File: config.mk
export PLATFORM = sky130hd
export DESIGN_NAME = fpa_top
export DESIGN_NICKNAME = d
export VERILOG_FILES = /design/src/logic/fpa_width_pkg.sv /design/src/logic/fpa_ops_pkg.sv /design/src/logic/fpa_decode.sv /design/src/logic/fpa_alu.sv /design/src/logic/fpa_regs.sv /design/src/logic/fpa_readout.sv /design/src/logic/fpa_top.sv
export SDC_FILE = /design/constraint.sdc
export NUM_CORES = 1
export LEC_CHECK = 0
export BUFFER_PORTS_ARGS = -buffer_cell sky130_fd_sc_hd__buf_2
export CORE_MARGIN = 2
export CORE_UTILIZATION = 55
export CTS_CLUSTER_SIZE = 12
export DETAILED_ROUTE_END_ITERATION = 10
export GPL_TIMING_DRIVEN = 0
export HOLD_SLACK_MARGIN = 0.08
export PLACE_DENSITY = 0.82
export SYNTH_ARGS = -nofsm -noshare
export SYNTH_HDL_FRONTEND = slang
export SYNTH_HIERARCHICAL = 1
export SYNTH_SLANG_ARGS = --single-unit
export TNS_END_PERCENT = 30
File: constraint.sdc
create_clock -name cclk -period 14.5 [get_ports cclk]
set_input_delay 2.9 -clock cclk [delete_from_list [all_inputs] [get_ports cclk]]
set_output_delay 2.9 -clock cclk [all_outputs]
set_load 0.005 [all_outputs]
File: src/logic/fpa_width_pkg.sv
`default_nettype none

package fpa_width_pkg;

	// mantissa and bus widths
	localparam int mant_w = 40;
	localparam int word_w = 16;
	localparam int byte_w = 8;
	localparam int flag_w = 4;

	// T segment boundaries, lsb of each field
	localparam int seg_hi_lsb = 24;
	localparam int seg_mid_lsb = 8;

	// top adder chunk, above the two 16-bit carry points
	localparam int hi_w = mant_w - 2 * word_w;

	// bit 39 is the sign
	typedef logic [mant_w-1:0] mant_t;

	// input word and readout word
	typedef logic [word_w-1:0] word_t;

	// zero, minus, overflow, carry from msb down
	typedef logic [flag_w-1:0] flags_t;

endpackage

`default_nettype wire

File: src/logic/fpa_ops_pkg.sv
`default_nettype none

package fpa_ops_pkg;
	import fpa_width_pkg::*;

	// command opcodes
	typedef enum logic [3:0] {
		op_nop = 4'd0,
		op_ldt = 4'd1,
		op_shl = 4'd2,
		op_shr = 4'd3,
		op_t2m = 4'd4,
		op_t2c = 4'd5,
		op_m2t = 4'd6,
		op_add = 4'd7,
		op_sub = 4'd8,
		op_clr = 4'd9
	} fpa_op_t;

	// readout / load segment select
	typedef enum logic [1:0] {
		seg_hi = 2'd0,
		seg_mid = 2'd1,
		seg_lo = 2'd2,
		seg_flags = 2'd3
	} seg_t;

	// K source code for T, and per-segment write enable
	typedef logic [2:0] ksel_t;
	typedef logic [2:0] segmask_t;

	localparam ksel_t ksel_zero = 3'd0;
	localparam ksel_t ksel_word = 3'd1;
	localparam ksel_t ksel_sum = 3'd2;
	localparam ksel_t ksel_m = 3'd3;
	localparam ksel_t ksel_shl = 3'd4;
	localparam ksel_t ksel_shr = 3'd5;

	localparam segmask_t mask_none = 3'b000;
	localparam segmask_t mask_hi = 3'b100;
	localparam segmask_t mask_mid = 3'b010;
	localparam segmask_t mask_lo = 3'b001;
	localparam segmask_t mask_all = 3'b111;

	// flag bit positions
	localparam int flag_z = 3;
	localparam int flag_n = 2;
	localparam int flag_v = 1;
	localparam int flag_c = 0;

	// zero padding below short readout fields
	localparam int lo_pad_w = word_w - byte_w;
	localparam int flag_pad_w = word_w - flag_w;

endpackage

`default_nettype wire

File: src/logic/fpa_decode.sv
`default_nettype none

module fpa_decode
	import fpa_width_pkg::*;
	import fpa_ops_pkg::*;
(
	input  logic     cclk,
	input  logic     reset,
	input  logic     cmd_valid,
	input  fpa_op_t  cmd_op,
	input  seg_t     cmd_seg,
	input  word_t    cmd_word,
	output logic     dec_valid,
	output seg_t     dec_seg,
	output word_t    dec_word,
	output ksel_t    t_sel,
	output segmask_t t_mask,
	output logic     m_load,
	output logic     c_load,
	output logic     flag_load,
	output logic     alu_sub,
	output logic     clear
);

	// controls for the next stage, before the register
	ksel_t    sel_nxt;
	segmask_t mask_nxt;
	logic     m_nxt;
	logic     c_nxt;
	logic     flag_nxt;
	logic     sub_nxt;
	logic     clr_nxt;

	always_comb begin
		sel_nxt = ksel_zero;
		mask_nxt = mask_none;
		m_nxt = 1'b0;
		c_nxt = 1'b0;
		flag_nxt = 1'b0;
		sub_nxt = 1'b0;
		clr_nxt = 1'b0;
		// idle cycles decode to no writes at all
		if (cmd_valid) begin
			case (cmd_op)
				op_ldt: begin
					sel_nxt = ksel_word;
					// one segment only, flags select loads nothing
					case (cmd_seg)
						seg_hi: mask_nxt = mask_hi;
						seg_mid: mask_nxt = mask_mid;
						seg_lo: mask_nxt = mask_lo;
						default: mask_nxt = mask_none;
					endcase
				end
				op_shl: begin
					sel_nxt = ksel_shl;
					mask_nxt = mask_all;
				end
				op_shr: begin
					sel_nxt = ksel_shr;
					mask_nxt = mask_all;
				end
				op_t2m: m_nxt = 1'b1;
				op_t2c: c_nxt = 1'b1;
				op_m2t: begin
					sel_nxt = ksel_m;
					mask_nxt = mask_all;
				end
				op_add, op_sub: begin
					sel_nxt = ksel_sum;
					mask_nxt = mask_all;
					flag_nxt = 1'b1;
					sub_nxt = (cmd_op == op_sub);
				end
				op_clr: clr_nxt = 1'b1;
				default: ;
			endcase
		end
	end

	always_ff @(posedge cclk) begin
		if (reset) begin
			dec_valid <= 1'b0;
			t_sel <= ksel_zero;
			t_mask <= mask_none;
			m_load <= 1'b0;
			c_load <= 1'b0;
			flag_load <= 1'b0;
			alu_sub <= 1'b0;
			clear <= 1'b0;
		end else begin
			dec_valid <= cmd_valid;
			t_sel <= sel_nxt;
			t_mask <= mask_nxt;
			m_load <= m_nxt;
			c_load <= c_nxt;
			flag_load <= flag_nxt;
			alu_sub <= sub_nxt;
			clear <= clr_nxt;
		end
	end

	// segment select and word ride along with the command
	always_ff @(posedge cclk) begin
		if (cmd_valid) begin
			dec_seg <= cmd_seg;
			dec_word <= cmd_word;
		end
	end

	// opcodes above op_clr are not part of the command set
	a_op_defined: assert property (@(posedge cclk) disable iff (reset)
		cmd_valid |-> (!$isunknown(cmd_op) && cmd_op <= op_clr));

endmodule

`default_nettype wire

File: src/logic/fpa_alu.sv
`default_nettype none

module fpa_alu
	import fpa_width_pkg::*;
(
	input  mant_t t,
	input  mant_t c,
	input  logic  sub,
	output mant_t sum,
	output logic  carry,
	output logic  overflow,
	output logic  carry16,
	output logic  carry32
);

	// second operand, inverted for subtract
	mant_t b;

	// three chunks so the 16 and 32 bit carries fall out directly
	logic [word_w:0] sum_lo;
	logic [word_w:0] sum_mid;
	logic [hi_w:0]   sum_hi;

	assign b = sub ? ~c : c;

	// plus one for two's complement enters as carry in
	assign sum_lo = {1'b0, t[word_w-1:0]} + {1'b0, b[word_w-1:0]}
		+ {{word_w{1'b0}}, sub};
	assign carry16 = sum_lo[word_w];

	assign sum_mid = {1'b0, t[2*word_w-1:word_w]} + {1'b0, b[2*word_w-1:word_w]}
		+ {{word_w{1'b0}}, carry16};
	assign carry32 = sum_mid[word_w];

	assign sum_hi = {1'b0, t[mant_w-1:2*word_w]} + {1'b0, b[mant_w-1:2*word_w]}
		+ {{hi_w{1'b0}}, carry32};

	// on subtract this is the no-borrow carry
	assign carry = sum_hi[hi_w];

	assign sum = {sum_hi[hi_w-1:0], sum_mid[word_w-1:0], sum_lo[word_w-1:0]};

	// like signs in, different sign out
	assign overflow = (t[mant_w-1] == b[mant_w-1]) && (sum[mant_w-1] != t[mant_w-1]);

endmodule

`default_nettype wire

File: src/logic/fpa_regs.sv
`default_nettype none

module fpa_regs
	import fpa_width_pkg::*;
	import fpa_ops_pkg::*;
(
	input  logic     cclk,
	input  logic     reset,
	input  logic     dec_valid,
	input  seg_t     dec_seg,
	input  word_t    dec_word,
	input  ksel_t    t_sel,
	input  segmask_t t_mask,
	input  logic     m_load,
	input  logic     c_load,
	input  logic     flag_load,
	input  logic     sub_req,
	input  logic     clear,
	input  mant_t    sum,
	input  logic     carry,
	input  logic     overflow,
	output mant_t    t,
	output mant_t    c,
	output flags_t   flags,
	output seg_t     rsp_seg,
	output logic     reg_valid,
	output logic     alu_sub
);

	// K bus, source for every T write
	mant_t k;
	mant_t m_q;
	logic  carry_q;
	logic  ovf_q;

	// adder stays in add mode unless a subtract is in this stage
	assign alu_sub = sub_req & flag_load;

	always_comb begin
		case (t_sel)
			// word copied into every segment, mask picks the one that lands
			ksel_word: k = {dec_word, dec_word, dec_word[word_w-1 -: byte_w]};
			ksel_sum: k = sum;
			ksel_m: k = m_q;
			// left fills zero
			ksel_shl: k = {t[mant_w-2:0], 1'b0};
			// right keeps the sign
			ksel_shr: k = {t[mant_w-1], t[mant_w-1:1]};
			default: k = '0;
		endcase
	end

	always_ff @(posedge cclk) begin
		if (reset || clear) begin
			t <= '0;
			m_q <= '0;
			c <= '0;
			carry_q <= 1'b0;
			ovf_q <= 1'b0;
		end else begin
			// per-segment writes of T
			if (|(t_mask & mask_hi))
				t[mant_w-1:seg_hi_lsb] <= k[mant_w-1:seg_hi_lsb];
			if (|(t_mask & mask_mid))
				t[seg_hi_lsb-1:seg_mid_lsb] <= k[seg_hi_lsb-1:seg_mid_lsb];
			if (|(t_mask & mask_lo))
				t[seg_mid_lsb-1:0] <= k[seg_mid_lsb-1:0];
			if (m_load)
				m_q <= t;
			if (c_load)
				c <= t;
			// carry and overflow only from add/sub
			if (flag_load) begin
				carry_q <= carry;
				ovf_q <= overflow;
			end
		end
	end

	// zero and minus follow T directly
	always_comb begin
		flags = '0;
		flags[flag_z] = (t == '0);
		flags[flag_n] = t[mant_w-1];
		flags[flag_v] = ovf_q;
		flags[flag_c] = carry_q;
	end

	always_ff @(posedge cclk) begin
		if (reset)
			reg_valid <= 1'b0;
		else
			reg_valid <= dec_valid;
	end

	// readout select for the next stage
	always_ff @(posedge cclk) begin
		if (dec_valid)
			rsp_seg <= dec_seg;
	end

	// decode never mixes clear with a write
	a_clear_alone: assert property (@(posedge cclk) disable iff (reset)
		clear |-> !(|t_mask || m_load || c_load || flag_load));

endmodule

`default_nettype wire

File: src/logic/fpa_readout.sv
`default_nettype none

module fpa_readout
	import fpa_width_pkg::*;
	import fpa_ops_pkg::*;
(
	input  logic   cclk,
	input  logic   reset,
	input  logic   reg_valid,
	input  seg_t   rsp_seg,
	input  mant_t  t,
	input  flags_t flags,
	output logic   rsp_valid,
	output word_t  rsp_word
);

	always_ff @(posedge cclk) begin
		if (reset) begin
			rsp_valid <= 1'b0;
			rsp_word <= '0;
		end else begin
			rsp_valid <= reg_valid;
			// T here already holds this command's own update
			if (reg_valid) begin
				case (rsp_seg)
					seg_hi: rsp_word <= t[mant_w-1:seg_hi_lsb];
					seg_mid: rsp_word <= t[seg_hi_lsb-1:seg_mid_lsb];
					// low byte sits in the upper half
					seg_lo: rsp_word <= {t[seg_mid_lsb-1:0], {lo_pad_w{1'b0}}};
					default: rsp_word <= {flags, {flag_pad_w{1'b0}}};
				endcase
			end
		end
	end

	// nothing in flight survives reset
	a_quiet_after_reset: assert property (@(posedge cclk)
		reset ##1 !reset |=> !rsp_valid);

endmodule

`default_nettype wire

File: src/logic/fpa_top.sv
`default_nettype none

module fpa_top
	import fpa_width_pkg::*;
	import fpa_ops_pkg::*;
(
	input  logic    cclk,
	input  logic    reset,
	input  logic    cmd_valid,
	input  fpa_op_t cmd_op,
	input  seg_t    cmd_seg,
	input  word_t   cmd_word,
	output logic    rsp_valid,
	output word_t   rsp_word
);

	// decode to regs
	logic     dec_valid;
	seg_t     dec_seg;
	word_t    dec_word;
	ksel_t    t_sel;
	segmask_t t_mask;
	logic     m_load;
	logic     c_load;
	logic     flag_load;
	logic     dec_sub;
	logic     clear;

	// regs to alu and readout
	mant_t  t;
	mant_t  c;
	flags_t flags;
	seg_t   rsp_seg;
	logic   reg_valid;
	logic   alu_sub;

	// alu back to regs
	mant_t sum;
	logic  carry;
	logic  overflow;

	fpa_decode decode_i (
		.cclk      (cclk),
		.reset     (reset),
		.cmd_valid (cmd_valid),
		.cmd_op    (cmd_op),
		.cmd_seg   (cmd_seg),
		.cmd_word  (cmd_word),
		.dec_valid (dec_valid),
		.dec_seg   (dec_seg),
		.dec_word  (dec_word),
		.t_sel     (t_sel),
		.t_mask    (t_mask),
		.m_load    (m_load),
		.c_load    (c_load),
		.flag_load (flag_load),
		.alu_sub   (dec_sub),
		.clear     (clear)
	);

	fpa_regs regs_i (
		.cclk      (cclk),
		.reset     (reset),
		.dec_valid (dec_valid),
		.dec_seg   (dec_seg),
		.dec_word  (dec_word),
		.t_sel     (t_sel),
		.t_mask    (t_mask),
		.m_load    (m_load),
		.c_load    (c_load),
		.flag_load (flag_load),
		.sub_req   (dec_sub),
		.clear     (clear),
		.sum       (sum),
		.carry     (carry),
		.overflow  (overflow),
		.t         (t),
		.c         (c),
		.flags     (flags),
		.rsp_seg   (rsp_seg),
		.reg_valid (reg_valid),
		.alu_sub   (alu_sub)
	);

	// segment carries are left open until multiply/divide sequencing exists
	fpa_alu alu_i (
		.t        (t),
		.c        (c),
		.sub      (alu_sub),
		.sum      (sum),
		.carry    (carry),
		.overflow (overflow),
		.carry16  (),
		.carry32  ()
	);

	fpa_readout readout_i (
		.cclk      (cclk),
		.reset     (reset),
		.reg_valid (reg_valid),
		.rsp_seg   (rsp_seg),
		.t         (t),
		.flags     (flags),
		.rsp_valid (rsp_valid),
		.rsp_word  (rsp_word)
	);

endmodule

`default_nettype wire

==> results.tsv <==
metric	value	unit
status	completed	
crit_path_max_fanout	10	
rows	48	
critPathLaunchType	flip-flop	
slew_headroom	0.350	
drtIter0Drc	1374	
wl	28900	um
post_cts_buffers	0	
initial_utilization	0.566	
cap_violations	0	
clockBufferDepth	2	
antenna_found_initial	0	
syn_area	0.00982	mm2
cpMaxStageDelayCell	buf_1	
cts.sinks	172	
fin_util	0.627	
crit_top_cell	fa_1	
ant_nets	0	
finalSetupTns	0	ns
grt-ovfl-total	0	
grt_max_degree	20	
syn_to_final_growth	10.9	%
via_per_inst	6.46	
cts_buffers	17	
routedWlPerCell	22.1	um
synth_cells	1009	
ctsHtreeMaxLevel	4	
routabilityCongestion	1.01	
num_vias	8441	
layout.nets	1136	
layout-drive-gt1-share	0.164	
cts_tree	done	
grt_util_all_layers	0.316	
hold_viol	0	
ff2ff_setup_slack	5.44	ns
multi_input_area	0.00567	mm2
postCtsHoldBufs	0	
portBuffers	41	
syn_nets	1076	
clk_latency	0.43	ns
vdd_drop_max	0.0000931	V
hp-class	flip-flop to flip-flop	
postCtsResizedCells	0	
layout_worst_path_cycle_share	0.625	
io_pins	42	
grt_pass1_wl	44400	um
dr.pass1.iters	6	
die_area	0.0189	mm2
core	0.0174	mm2
yosysWarnings	6	
worstMarginPinSlew	0.975	ns
critPathKind	flip-flop to flip-flop	
place_hpwl	20400	um
seq_area	0.00364	mm2
antenna_cells	0	
setup_violations	0	
drc	0	
cts_root_buf	clkbuf_16	
die-width	138	um
avgSynthCellArea	9.73	um2
fill_cells	1428	
min_period	9.06	ns
grt_pass1_vias	7926	
cp-end-kind	flip-flop	
rr_worst_depth	31	
finalMaxSlewViolations	0	
power_density	92.4	mW/mm2
critPathRequiredTime	14.81	ns
clock.fmax	110	MHz
hold_depth	0	
clock_skew	0.00977	ns
rsz0062_at_grt	false	
die_h	138	um
crit_path_max_incr_delay	0.77	ns
p_leak	4.48	nW
worstPathArrival	9.37	ns
path_clk_slew	0.06	ns
routing by layer:
layer	track usage	up-vias	wire length [um]
met3	0.0762	99	3060
li1	-	3815	-
met5	0	-	0
met2	0.470	540	12400
met4	0.157	0	1340
met1	0.428	3987	12100
final timing paths:
kind | from | end
setup / recovery | decode_i/flag_load | regs_i/t[38]
hold / removal | decode_i/dec_seg[0] | regs_i/rsp_seg[0]
setup reg to reg | decode_i/flag_load | regs_i/t[38]
hold reg to reg | decode_i/dec_seg[0] | regs_i/rsp_seg[0]
stage by stage:
step	setup slack (ns)	total power, mW	std cells	area [um2]	hold slack (ns)
after floorplan	7.28	0.532	1009	9820	0.400
after global placement	5.70	0.553	1275	10300	0.404
after detailed placement	5.63	0.553	1275	10300	0.406
after CTS	5.52	1.01	1306	10900	0.421
after global routing	4.99	1.03	1306	10900	0.432
final	5.44	1.01	1306	10900	0.419
where the power goes:
part	internal [mW]	total (mW)	switching, mW
sequential	0.488	0.496	0.00800
combinational	0.0182	0.0491	0.0309
clock	0.274	0.460	0.185
flip-flops by register name (all words and copies together), names as in the netlist:
name                 count
decode_i/flag_load       1
readout_i/rsp_valid      1
regs_i/carry_q           1
decode_i/alu_sub         1
regs_i/m_q              40
regs_i/rsp_seg           2
regs_i/c                40
readout_i/rsp_word      16
decode_i/c_load          1
decode_i/t_mask          3
regs_i/t                40
regs_i/ovf_q             1
decode_i/dec_valid       1
decode_i/dec_seg         2
regs_i/reg_valid         1
decode_i/clear           1
decode_i/m_load          1
decode_i/t_sel           3
decode_i/dec_word       16
cell type report:
class,count,share of cell area
clock inverter,7,0.0108
tap,225,0.0259
inverter,17,0.00586
timing repair buffer,41,0.0189
clock buffer,24,0.0424
sequential,172,0.335
buffer,67,0.0406
multi-input combinational,753,0.521
cells in the final DEF (no fill, tap or decap), drive strengths merged, types with 26 or more instances in the layout:
cell type	count
mux2i	107
ha	37
o21ai	50
nor2	130
a21oi	40
a22o	26
xor2	47
buf	99
nor2b	26
nand2	54
clkbuf	33
mux2	35
dfxtp	152
worst max-delay path, delay by kind of cell (launching register included):
kind	cells	cell delay (ns)
adders and majority gates	5	1.86
DFF	1	0.46
AOI/OAI and AO/OA	16	4.04
and+or+nand+nor	5	0.76
xor gates and xnor gates	2	0.30
buffers and inverters	3	1.51
Power figures use the tool's default switching activity.
